**src/design/loader_defines.svh**
```systemverilog
// Shared constants of the download loader.
// Include in any file that needs file indices, base addresses or header offsets.
`ifndef LOADER_DEFINES_SVH
`define LOADER_DEFINES_SVH

// Memory address width
`define LD_ADDR_W 25

// File indices from the host
`define LD_IDX_PRG   6'd4
`define LD_IDX_CRT_A 8'd5
`define LD_IDX_CRT_B 8'hC0
`define LD_IDX_TAP   8'd6

// Base addresses in memory
`define LD_TAP_BASE 25'h200000
`define LD_CRT_BASE 25'h100000

// Cartridge file layout
`define LD_CRT_CHIP_OFS 8'h40
`define LD_CRT_ID_OFS   8'h16
`define LD_CHIP_HDR_LEN 16
`define LD_ALIGN_BITS   13

`endif

```
**src/design/loader_pkg.sv**
```systemverilog
// Types shared by the loader blocks.
// Import where a file kind or a cartridge parse state is needed.
`default_nettype none

package loader_pkg;

	// ====================
	// File kind of one host byte
	// ====================
	typedef enum logic [1:0] {
		LOAD_NONE,
		LOAD_PRG,
		LOAD_CRT,
		LOAD_TAP
	} load_kind_e;

	// ====================
	// Cartridge parse state
	// ====================
	// File header first, then chip packet header and data in turn
	typedef enum logic [1:0] {
		CRT_FILE_HDR,
		CRT_CHIP_HDR,
		CRT_DATA
	} crt_state_e;

endpackage

`default_nettype wire

```
**src/design/crt_header_parser.sv**
```systemverilog
// Cartridge file parser.
// Captures the file header fields and each chip packet header, and marks
// the packet start and data bytes for the address unit.
`timescale 1ns/100ps
`default_nettype none

`include "loader_defines.svh"

module crt_header_parser (
	input  wire                          clk_sys,
	input  wire                          reset_n,
	input  wire loader_pkg::load_kind_e  byte_kind_i,
	input  wire                          byte_wr_i,
	input  wire [`LD_ADDR_W-1:0]         dl_addr_i,
	input  wire [7:0]                    dl_data_i,
	output logic                         crt_start_o,
	output logic                         crt_align_o,
	output logic                         crt_store_o,
	output logic [15:0]                  cart_id_o,
	output logic [7:0]                   cart_exrom_o,
	output logic [7:0]                   cart_game_o,
	output logic [7:0]                   bank_type_o,
	output logic [15:0]                  bank_num_o,
	output logic [15:0]                  bank_laddr_o,
	output logic [15:0]                  bank_size_o,
	output logic                         bank_hdr_wr_o
);
	import loader_pkg::*;

	crt_state_e  crt_state;
	logic [3:0]  hdr_cnt;
	logic [31:0] blk_len;
	logic        cart_wr;
	logic        in_chips;

	assign cart_wr  = byte_wr_i && (byte_kind_i == LOAD_CRT);
	assign in_chips = (dl_addr_i >= `LD_CRT_CHIP_OFS);

	assign crt_start_o = cart_wr && (dl_addr_i == '0);
	// A packet starts after the file header or when the last one ran out
	assign crt_align_o = cart_wr && in_chips &&
		((crt_state == CRT_FILE_HDR) || (crt_state == CRT_DATA && blk_len == '0));
	assign crt_store_o = cart_wr && in_chips && (crt_state == CRT_DATA) && (blk_len != '0);

	// ====================
	// Parse FSM
	// ====================
	always_ff @(posedge clk_sys) begin
		if (!reset_n) begin
			crt_state     <= CRT_FILE_HDR;
			hdr_cnt       <= '0;
			blk_len       <= '0;
			bank_hdr_wr_o <= 1'b0;
		end else begin
			bank_hdr_wr_o <= 1'b0;
			if (crt_start_o) begin
				crt_state <= CRT_FILE_HDR;
				hdr_cnt   <= '0;
				blk_len   <= '0;
			end else if (crt_align_o) begin
				// Byte 0 of the packet header is taken here
				crt_state <= CRT_CHIP_HDR;
				hdr_cnt   <= 4'd1;
			end else if (cart_wr && crt_state == CRT_CHIP_HDR) begin
				hdr_cnt <= hdr_cnt + 4'd1;
				case (hdr_cnt)
					4'd4: blk_len[31:24] <= dl_data_i;
					4'd5: blk_len[23:16] <= dl_data_i;
					4'd6: blk_len[15:8]  <= dl_data_i;
					4'd7: blk_len[7:0]   <= dl_data_i;
					// Packet length includes its own header
					4'd8: blk_len <= blk_len - `LD_CHIP_HDR_LEN;
					4'd15: begin
						crt_state     <= CRT_DATA;
						bank_hdr_wr_o <= 1'b1;
					end
					default: ;
				endcase
			end else if (crt_store_o) begin
				blk_len <= blk_len - 32'd1;
			end
		end
	end

	// Header fields
	always_ff @(posedge clk_sys) begin
		if (cart_wr && crt_state == CRT_FILE_HDR) begin
			if (dl_addr_i == `LD_CRT_ID_OFS)
				cart_id_o[15:8] <= dl_data_i;
			if (dl_addr_i == `LD_CRT_ID_OFS + 8'd1)
				cart_id_o[7:0] <= dl_data_i;
			if (dl_addr_i == `LD_CRT_ID_OFS + 8'd2)
				cart_exrom_o <= dl_data_i;
			if (dl_addr_i == `LD_CRT_ID_OFS + 8'd3)
				cart_game_o <= dl_data_i;
		end
		if (cart_wr && crt_state == CRT_CHIP_HDR) begin
			case (hdr_cnt)
				4'd9:  bank_type_o        <= dl_data_i;
				4'd10: bank_num_o[15:8]   <= dl_data_i;
				4'd11: bank_num_o[7:0]    <= dl_data_i;
				4'd12: bank_laddr_o[15:8] <= dl_data_i;
				4'd13: bank_laddr_o[7:0]  <= dl_data_i;
				4'd14: bank_size_o[15:8]  <= dl_data_i;
				4'd15: bank_size_o[7:0]   <= dl_data_i;
				default: ;
			endcase
		end
	end

endmodule

`default_nettype wire

```
**src/design/download_decoder.sv**
```systemverilog
// Input side of the loader.
// Sorts each host byte by file index and keeps the cartridge-attached flag.
`timescale 1ns/100ps
`default_nettype none

`include "loader_defines.svh"

module download_decoder (
	input  wire                    clk_sys,
	input  wire                    reset_n,
	input  wire                    dl_active_i,
	input  wire [7:0]              dl_index_i,
	input  wire                    dl_wr_i,
	output loader_pkg::load_kind_e byte_kind_o,
	output logic                   byte_wr_o,
	output logic                   cart_attached_o
);
	import loader_pkg::*;

	load_kind_e idx_kind;
	logic       active_d;

	// Index to file kind, independent of the active flag
	always_comb begin
		if (dl_index_i[7:6] == 2'b00 && dl_index_i[5:0] == `LD_IDX_PRG)
			idx_kind = LOAD_PRG;
		else if (dl_index_i == `LD_IDX_CRT_A || dl_index_i == `LD_IDX_CRT_B)
			idx_kind = LOAD_CRT;
		else if (dl_index_i == `LD_IDX_TAP)
			idx_kind = LOAD_TAP;
		else
			idx_kind = LOAD_NONE;
	end

	always_comb begin
		if (dl_active_i)
			byte_kind_o = idx_kind;
		else
			byte_kind_o = LOAD_NONE;
	end

	// Unknown kinds never reach the rest of the loader
	assign byte_wr_o = dl_wr_i && (byte_kind_o != LOAD_NONE);

	// Detached while a cartridge loads, attached once it is complete
	always_ff @(posedge clk_sys) begin
		if (!reset_n) begin
			active_d        <= 1'b0;
			cart_attached_o <= 1'b0;
		end else begin
			active_d <= dl_active_i;
			if (active_d != dl_active_i && idx_kind == LOAD_CRT)
				cart_attached_o <= active_d;
		end
	end

endmodule

`default_nettype wire

```
**src/design/load_address_unit.sv**
```systemverilog
// Running load address for program, tape and cartridge files.
// Issues one store request per byte that goes to memory.
`timescale 1ns/100ps
`default_nettype none

`include "loader_defines.svh"

module load_address_unit (
	input  wire                          clk_sys,
	input  wire                          reset_n,
	input  wire loader_pkg::load_kind_e  byte_kind_i,
	input  wire                          byte_wr_i,
	input  wire [`LD_ADDR_W-1:0]         dl_addr_i,
	input  wire [7:0]                    dl_data_i,
	input  wire                          crt_start_i,
	input  wire                          crt_align_i,
	input  wire                          crt_store_i,
	output logic                         store_req_o,
	output logic [`LD_ADDR_W-1:0]        store_addr_o,
	output logic [7:0]                   store_data_o
);
	import loader_pkg::*;

	// Offset of the high load address byte in a program file
	localparam logic [`LD_ADDR_W-1:0] PRG_HI_OFS = 1;

	logic                  prg_wr;
	logic                  tap_wr;
	logic                  first_byte;
	logic [`LD_ADDR_W-1:0] load_addr;

	assign prg_wr     = byte_wr_i && (byte_kind_i == LOAD_PRG);
	assign tap_wr     = byte_wr_i && (byte_kind_i == LOAD_TAP);
	assign first_byte = (dl_addr_i == '0);

	// Program bytes 0 and 1 carry the address and are not stored
	assign store_req_o = (prg_wr && dl_addr_i[`LD_ADDR_W-1:1] != '0) || tap_wr || crt_store_i;

	// Tape byte 0 goes straight to the base
	assign store_addr_o = (tap_wr && first_byte) ? `LD_TAP_BASE : load_addr;
	assign store_data_o = dl_data_i;

	always_ff @(posedge clk_sys) begin
		if (!reset_n) begin
			load_addr <= '0;
		end else if (store_req_o) begin
			load_addr <= store_addr_o + 1'b1;
		end else if (crt_start_i) begin
			load_addr <= `LD_CRT_BASE;
		end else if (crt_align_i && load_addr[`LD_ALIGN_BITS-1:0] != '0) begin
			// Round up to the next 8 KB boundary
			load_addr <= {load_addr[`LD_ADDR_W-1:`LD_ALIGN_BITS] + 1'b1,
				{`LD_ALIGN_BITS{1'b0}}};
		end else if (prg_wr && first_byte) begin
			load_addr <= {{(`LD_ADDR_W-8){1'b0}}, dl_data_i};
		end else if (prg_wr && dl_addr_i == PRG_HI_OFS) begin
			load_addr[15:8] <= dl_data_i;
		end
	end

endmodule

`default_nettype wire

```
**src/design/mem_write_port.sv**
```systemverilog
// Output side of the loader.
// Holds one store on the memory port until it is acknowledged, and holds
// the host off meanwhile.
`timescale 1ns/100ps
`default_nettype none

`include "loader_defines.svh"

module mem_write_port (
	input  wire                    clk_sys,
	input  wire                    reset_n,
	input  wire                    store_req_i,
	input  wire [`LD_ADDR_W-1:0]   store_addr_i,
	input  wire [7:0]              store_data_i,
	input  wire                    mem_ack_i,
	output logic                   mem_wr_o,
	output logic [`LD_ADDR_W-1:0]  mem_addr_o,
	output logic [7:0]             mem_data_o,
	output logic                   dl_wait_o
);

	logic pending;

	// Pending flag, cleared the cycle after the acknowledge
	always_ff @(posedge clk_sys) begin
		if (!reset_n)
			pending <= 1'b0;
		else if (store_req_i)
			pending <= 1'b1;
		else if (mem_ack_i)
			pending <= 1'b0;
	end

	// Store payload
	always_ff @(posedge clk_sys) begin
		if (store_req_i) begin
			mem_addr_o <= store_addr_i;
			mem_data_o <= store_data_i;
		end
	end

	assign mem_wr_o  = pending;
	assign dl_wait_o = pending;

endmodule

`default_nettype wire

```
**src/design/rom_loader_top.sv**
```systemverilog
// Download loader top level.
// Host byte stream in, memory stores out, plus the cartridge header fields.
`timescale 1ns/100ps
`default_nettype none

`include "loader_defines.svh"

module rom_loader_top (
	input  wire                    clk_sys,
	input  wire                    reset_n,
	input  wire                    dl_active_i,
	input  wire [7:0]              dl_index_i,
	input  wire [`LD_ADDR_W-1:0]   dl_addr_i,
	input  wire [7:0]              dl_data_i,
	input  wire                    dl_wr_i,
	input  wire                    mem_ack_i,
	output logic                   dl_wait_o,
	output logic                   mem_wr_o,
	output logic [`LD_ADDR_W-1:0]  mem_addr_o,
	output logic [7:0]             mem_data_o,
	output logic                   cart_attached_o,
	output logic [15:0]            cart_id_o,
	output logic [7:0]             cart_exrom_o,
	output logic [7:0]             cart_game_o,
	output logic [7:0]             bank_type_o,
	output logic [15:0]            bank_num_o,
	output logic [15:0]            bank_laddr_o,
	output logic [15:0]            bank_size_o,
	output logic                   bank_hdr_wr_o
);
	import loader_pkg::*;

	load_kind_e            byte_kind;
	logic                  byte_wr;
	logic                  crt_start;
	logic                  crt_align;
	logic                  crt_store;
	logic                  store_req;
	logic [`LD_ADDR_W-1:0] store_addr;
	logic [7:0]            store_data;

	download_decoder u_decoder (
		.clk_sys         (clk_sys),
		.reset_n         (reset_n),
		.dl_active_i     (dl_active_i),
		.dl_index_i      (dl_index_i),
		.dl_wr_i         (dl_wr_i),
		.byte_kind_o     (byte_kind),
		.byte_wr_o       (byte_wr),
		.cart_attached_o (cart_attached_o)
	);

	crt_header_parser u_parser (
		.clk_sys       (clk_sys),
		.reset_n       (reset_n),
		.byte_kind_i   (byte_kind),
		.byte_wr_i     (byte_wr),
		.dl_addr_i     (dl_addr_i),
		.dl_data_i     (dl_data_i),
		.crt_start_o   (crt_start),
		.crt_align_o   (crt_align),
		.crt_store_o   (crt_store),
		.cart_id_o     (cart_id_o),
		.cart_exrom_o  (cart_exrom_o),
		.cart_game_o   (cart_game_o),
		.bank_type_o   (bank_type_o),
		.bank_num_o    (bank_num_o),
		.bank_laddr_o  (bank_laddr_o),
		.bank_size_o   (bank_size_o),
		.bank_hdr_wr_o (bank_hdr_wr_o)
	);

	load_address_unit u_addr (
		.clk_sys      (clk_sys),
		.reset_n      (reset_n),
		.byte_kind_i  (byte_kind),
		.byte_wr_i    (byte_wr),
		.dl_addr_i    (dl_addr_i),
		.dl_data_i    (dl_data_i),
		.crt_start_i  (crt_start),
		.crt_align_i  (crt_align),
		.crt_store_i  (crt_store),
		.store_req_o  (store_req),
		.store_addr_o (store_addr),
		.store_data_o (store_data)
	);

	mem_write_port u_port (
		.clk_sys      (clk_sys),
		.reset_n      (reset_n),
		.store_req_i  (store_req),
		.store_addr_i (store_addr),
		.store_data_i (store_data),
		.mem_ack_i    (mem_ack_i),
		.mem_wr_o     (mem_wr_o),
		.mem_addr_o   (mem_addr_o),
		.mem_data_o   (mem_data_o),
		.dl_wait_o    (dl_wait_o)
	);

endmodule

`default_nettype wire

```
**config.mk**
```make
export PLATFORM = sky130hd
export DESIGN_NAME = rom_loader_top
export DESIGN_NICKNAME = d
export VERILOG_FILES = /design/src/design/loader_pkg.sv /design/src/design/crt_header_parser.sv /design/src/design/download_decoder.sv /design/src/design/load_address_unit.sv /design/src/design/mem_write_port.sv /design/src/design/rom_loader_top.sv
export VERILOG_INCLUDE_DIRS = /design/src /design/src/design
export SDC_FILE = /design/constraint.sdc
export NUM_CORES = 1
export LEC_CHECK = 0
export BUFFER_PORTS_ARGS = -buffer_cell sky130_fd_sc_hd__clkbuf_2
export CORE_ASPECT_RATIO = 0.8
export CORE_UTILIZATION = 45
export DETAILED_ROUTE_END_ITERATION = 6
export HOLD_SLACK_MARGIN = 0.05
export PLACE_DENSITY = 0.79
export SLEW_MARGIN = 20
export SYNTH_ARGS = -nofsm -noshare
export SYNTH_HDL_FRONTEND = slang
export SYNTH_HIERARCHICAL = 1
export SYNTH_SLANG_ARGS = --single-unit
```
**constraint.sdc**
```tcl
create_clock -name clk_sys -period 6.6 [get_ports clk_sys]
set_input_delay 0.33 -clock clk_sys [delete_from_list [all_inputs] [get_ports clk_sys]]
set_output_delay 0.33 -clock clk_sys [all_outputs]
set_load 0.02 [all_outputs]
```
### Word level (Yosys, flattened, before mapping)

Cells that the tools add are included.

* shifts and indexed selects: 0
* reductions and logical operators: 56
* order comparisons: 1
* multipliers: 0
* add/sub/neg operators: 5
* equality and inequality tests: 32
* div/mod/pow operators: 0
* bitwise operators: 3
* muxes and demuxes: 26

Operators by type and width (count)
* 25-bit by 5-bit == test with 1-bit output (second input constant): 4
* 25-bit two-way mux: 4
* 32-bit two-way mux: 2
* 8-bit one-hot mux with 2 select lines: 4
* 4-bit == test (second input constant): 8
* 32-bit zero test: 1
* 32-bit nonzero test: 1
* 32-bit by 1-bit subtractor with 32-bit output (second input constant): 1
* 32-bit by 5-bit subtractor with 32-bit output (second input constant): 1
* 25-bit by 1-bit adder with 25-bit output (second input constant): 1
* 25-bit by 1-bit == test with 1-bit output (second input constant): 1
* 25-bit by 7-bit greater-or-equal comparator with 1-bit output (second input constant): 1
* 25-bit zero test: 1
* 8-bit two-way mux: 3
* 2-bit AND reduction: 12
* 24-bit nonzero test: 1
* 1-bit logical AND: 19
* 4-bit by 3-bit == test with 1-bit output (second input constant): 4
* 8-bit by 3-bit == test with 1-bit output (second input constant): 2
* 13-bit nonzero test: 1
* 12-bit by 1-bit adder with 12-bit output (second input constant): 1
* 3-bit inequality test (second input constant): 4
* 3-bit AND reduction: 4
* 2-bit nonzero test: 5
* other kinds (17): 37

* bits in read-only memories: 0
* memories kept: 0
* bits in latches: 0
* RAM bits: 0
* bits of input ports: 46
* register bits after elaboration: 188
* word-level logic and storage cells: 150
* output and inout bits: 125

### Longest topological paths before layout

* depth in word-level cells: 14
* gate-level depth with buffers: 15
* gate-level depth less buffers: 14

### Cells and area by module

The synthesis kept the hierarchy.

By module, submodules not included
* crt_header_parser: cells each 495, sequential area each 3423.3 um2, area each 5632.9 um2, instances 1
* load_address_unit: cells each 301, sequential area each 500.5 um2, area each 2243.4 um2, instances 1
* mem_write_port: cells each 37, sequential area each 1011.0 um2, area each 1039.7 um2, instances 1
* download_decoder: cells each 23, sequential area each 40.0 um2, area each 191.4 um2, instances 1

### Worst setup path after synthesis

No wires, ideal clock.

* path kind: input port to flip-flop
* start point: input dl_index_i[6]
* end point: register u_addr.load_addr[17]
* slack: 2.871 ns
* stages on the path: 14
* arrival time: 3.643 ns
* setup time: 0.086 ns
* path buffers: 0
* data required time: 6.514 ns
* cell sequence: nor4bb_1 -> or2_1 -> o2111a_1 -> nand3b_1 -> nor3_1 -> o21a_1 -> nand2_1 -> inv_1 -> nor4_1 -> a21o_1 -> inv_2 -> nand2_1 -> o32a_1 -> a221oi_2

* elaborated cells on any way between the ends: 35
* classes of those cells: 1 x add/sub; 6 x eq/ne; 8 x mux; 20 x reduce/logical

RTL lines
* start: declaration: RTL line rom_loader_top.sv:12 `input wire [7:0] dl_index_i,`
* 8-bit by 3-bit == test with 1-bit output (no line) / 8-bit == test (equally long branches)
* 2-bit two-way mux / 1-bit logical OR (equally long branches)
* 2-bit two-way mux: RTL line download_decoder.sv:27 `` else if (dl_index_i == `LD_IDX_CRT_A || dl_index_i == `LD_IDX_CRT_B) ``
* 2-bit two-way mux (*): RTL line download_decoder.sv:25 `` if (dl_index_i[7:6] == 2'b00 && dl_index_i[5:0] == `LD_IDX_PRG) ``
* 2-bit two-way mux (*): RTL line download_decoder.sv:36 `if (dl_active_i)`
* net byte_kind[1]: RTL line rom_loader_top.sv:33 `load_kind_e byte_kind;`
* 2-bit nonzero test: RTL line download_decoder.sv:43 `assign byte_wr_o = dl_wr_i && (byte_kind_o != LOAD_NONE);`
* 1-bit logical AND: RTL line download_decoder.sv:43
* 1-bit logical AND (*): RTL line crt_header_parser.sv:36 `assign cart_wr = byte_wr_i && (byte_kind_i == LOAD_CRT);`
* 1-bit logical AND (*) (3 in series): RTL line crt_header_parser.sv:43 `assign crt_store_o = cart_wr && in_chips && (crt_state == CRT_DATA) && (blk_len != '0);`
* net crt_store: RTL line rom_loader_top.sv:37 `logic crt_store;`
* 1-bit logical OR (*): RTL line load_address_unit.sv:37 `` assign store_req_o = (prg_wr && dl_addr_i[`LD_ADDR_W-1:1] != '0) || tap_wr || crt_store_i; ``
* net store_req: RTL line rom_loader_top.sv:38 `logic store_req;`
* 4-bit nonzero test (no line) / 25-bit two-way mux (equally long branches)
* end signal: assignment: RTL line load_address_unit.sv:47 `load_addr <= store_addr_o + 1'b1;`
* end signal: assignment: RTL line load_address_unit.sv:49 `` load_addr <= `LD_CRT_BASE; ``
* end signal: assignment: RTL line load_address_unit.sv:52 `` load_addr <= {load_addr[`LD_ADDR_W-1:`LD_ALIGN_BITS] + 1'b1, ``
* end: declaration: RTL line load_address_unit.sv:30 `` logic [`LD_ADDR_W-1:0] load_addr; ``

Mark *: on every way through the listed nets, which the timed path passes. The rest lies on a longest branch.
A chain may end at the register's enable or synchronous reset.

### Final worst setup path

Ends and elaborated chain as after synthesis.

==> impl_metrics.yaml <==
status:
  outcome: "completed"
clocking:
  cts_resized: 0
  cts.clk_slew.worst_paths_ns: 0.07
  post_cts_buffers: 0
  clk_latency_ns: 0.44
  cts_made_buffers: 17
  ctsLongestPathBuffers: 2
  root_buffer: "clkbuf_16"
  cts_tree: "yes"
  h-tree-depth: 4
  numClockSinks: 188
  cts_hold_buffers: 0
synth:
  ys.warnings.count: 6
  netlist.area_leader.share_pct: 39.90
  ys_seq_area_share_pct: 54.62
  netlist_top_cells_area: "edfxtp_1 (40%), dfxtp_1 (15%), nor2_1 (2.8%)"
  synth_edf_count: 121
  avgSynthCellArea_sq_um: 10.64
  synth_top_area_cell: "edfxtp_1"
  synth-main-ff-cell: "edfxtp_1"
  synthDistinctLibCells: 88
  syn_nets: 910
  ys_seq_elements: 188
  syn_area_sq_um: 9107
  synthCells: 856
  synthTopCellsByCount: "edfxtp_1 (121), nor2_1 (69), dfxtp_1 (67)"
  synth_most_common_cell: "edfxtp_1"
  postSynth.asyncResetShare_pct: 0
floorplan:
  die_w_um: 161.1
  die_h_um: 129.2
  rows: 46
  num_io_pins: 171
  core-area_sq_um: 19800
  die_area_sq_um: 20820
  initial_core_util_pct: 46.00
sta:
  post-route-period-util_pct: 71.14
  clock.fmax_mhz: 213.0
  setup_viol: 0
  slew_violations: 0
  holdWs_ns: 0.1859
  maxSlewHeadroom_pct: 24.65
  worst_pin_slew_ns: 1.122
  rsz0062_at_grt: "false"
  fin_crit_ns: 4.695
  finalHoldViolCount: 0
  finalClockSkew_ns: 0.01323
  setup_tns_ns: 0
place:
  dp_hpwl_um: 16990
  gp_congestion: 0.9490
  port_buffers: 170
layout:
  nets: 1063
  antennaDiodeCount: 0
  drive_gt1_share_pct: 23.58
  fill_cells: 1689
  area_delta_synth_final_pct: 17.45
detailed_routing:
  drt_iter0_drc: 1306
  ant_nets: 0
  vias: 7981
  routedWlPerCell_um: 19.64
  routed_wl_um: 25260
  route.detailed.drc: 0
  vias_per_cell: 6.206
  dr.pass1.iters: 6
worst_setup_path:
  path_common_cell: "nand2_1"
  rr_startpoint: "u_parser/blk_len[21]"
  critical_path.max_fanout: 41
  critical-path-max-stage-delay_ns: 0.67
  crit_chain: "clkbuf_2, nor4bb_1, or2_1, o2111a_1, nand3b_1, nor3_1, o21a_1, nand2_1, inv_1, nor4_1, a21o_1, inv_2, nand2_1, o32a_1, a221oi_2"
  start_kind: "input port"
  critPathKind: "in -> reg"
  worst_path_max_delay_cell: "inv_2"
  required_ns: 6.94
  endpoint_kind: "flop"
  worstSetupStartpoint: "dl_index_i[6]"
  critPathArrivalTime_ns: 5.03
flow_run:
  maxCapViolCount: 0
power:
  pwr-share-clk_pct: 43.3
  p_int_w: 0.001766
  leakage_nw: 4.119
  sequentialPowerShare_pct: 54.1
  power.switching_w: 0.0005359
  ir_drop_v: 0.0001367
  p_comb_share_pct: 2.5
  p_sw_share_pct: 23.28
  power_density_nw_per_um2: 215.2
worst_hold_path:
  hold_start: "dl_active_i"
  hold_class: "in -> reg"
global_route:
  grt_antenna_before_repair: 0
  grt_pass1_wl_um: 38220
  grt_max_degree: 42
  grt_overflow: 0
  grt_use_total_pct: 23.72
  grt_pass1_vias: 6911
routing by layer:
metal | track usage (%) | wire length [um] | vias up
met1 | 34.23 | 11000 | 3700
met5 | 0 | 0 | -
met3 | 4.994 | 2829 | 79
met2 | 35.14 | 10750 | 587
li1 | - | - | 3615
met4 | 8.768 | 682 | 0
critical path: cells and delay by family:
kind                   cells  cell delay (ns)
AOI/OAI and AO/OA          5             1.68
and+or+nand+nor            7             1.97
buffers and inverters      3             1.00
cell type report:
class	count	area [sq um]	area share, %
Clock buffer	18	429.2	4.012
Multi-Input combinational cell	603	3839	35.89
Clock inverter	14	137.6	1.287
Timing Repair Buffer	177	903.4	8.445
Sequential cell	188	4975	46.51
Inverter	22	82.58	0.7720
Tap cell	264	330.3	3.088
flip-flops by register name (all words and copies together) (netlist names), 2 cells and up:
register,cells
u_parser/blk_len,32
u_addr/load_addr,25
u_port/mem_addr_o,25
u_parser/bank_laddr_o,16
u_parser/bank_num_o,16
u_parser/bank_size_o,16
u_parser/cart_id_o,16
u_parser/bank_type_o,8
u_parser/cart_exrom_o,8
u_parser/cart_game_o,8
u_port/mem_data_o,8
u_parser/hdr_cnt,4
u_parser/crt_state,2
final timing paths:
check	slack (ns)	endpoint	cells past startpoint
setup reg to reg	2.35	u_addr/load_addr[14]	11
hold / removal	0.19	u_decoder/active_d	2
hold reg to reg	0.50	u_addr/load_addr[22]	1
setup / recovery	1.90	u_addr/load_addr[17]	15
logic make-up (layout without fill, tap and decap cells):
family                     after synthesis  count (layout)  synth area share [%]
and+or+nand+nor                        356             356                 21.99
AOI/OAI and AO/OA                      222             222                 17.30
DFF                                    188             188                 54.62
buffers and inverters                   65             231                 3.324
xor gates and xnor gates                15              15                 1.443
adders and majority gates                8               8                 1.099
muxes                                    2               2                0.2198
placed cells by master, fill, tap and decap left out, drive strengths merged, types with 7 or more instances in the layout:
cell type	instances
a211oi	19
a21o	9
a21oi	49
a31oi	20
and2	26
and3	13
and4	10
buf	7
clkbuf	188
dfxtp	67
edfxtp	121
ha	8
inv	31
nand2	63
nand3	26
nand4	19
nor2	71
nor2b	7
nor3	42
nor4	24
o211a	9
o21ai	42
o221a	8
o22ai	9
or3	13
or4	12
xor2	12
stage by stage:
step                area [sq um]  std cells  setup WS (ns)  util [%]  power (W)
CTS                        10690       1286          2.021     54.01   0.002308
global placement           10130       1254          1.880     51.14   0.001329
floorplan                   9107        856          2.871         -   0.001290
detailed placement         10130       1254          1.595     51.14   0.001330
global route               10700       1286          1.576     54.03   0.002363
finish                     10700       1286          1.905     54.03   0.002302
power groups by stage:
stage                     logic [W]  clock network [W]  registers [W]
after floorplan           0.0000173                  0        0.00127
after global placement    0.0000562                  0        0.00127
after detailed placement  0.0000570                  0        0.00127
after CTS                 0.0000574            0.00100        0.00125
after global routing      0.0000622            0.00106        0.00125
final                     0.0000583           0.000997        0.00125
Power figures use the tool's default switching activity.
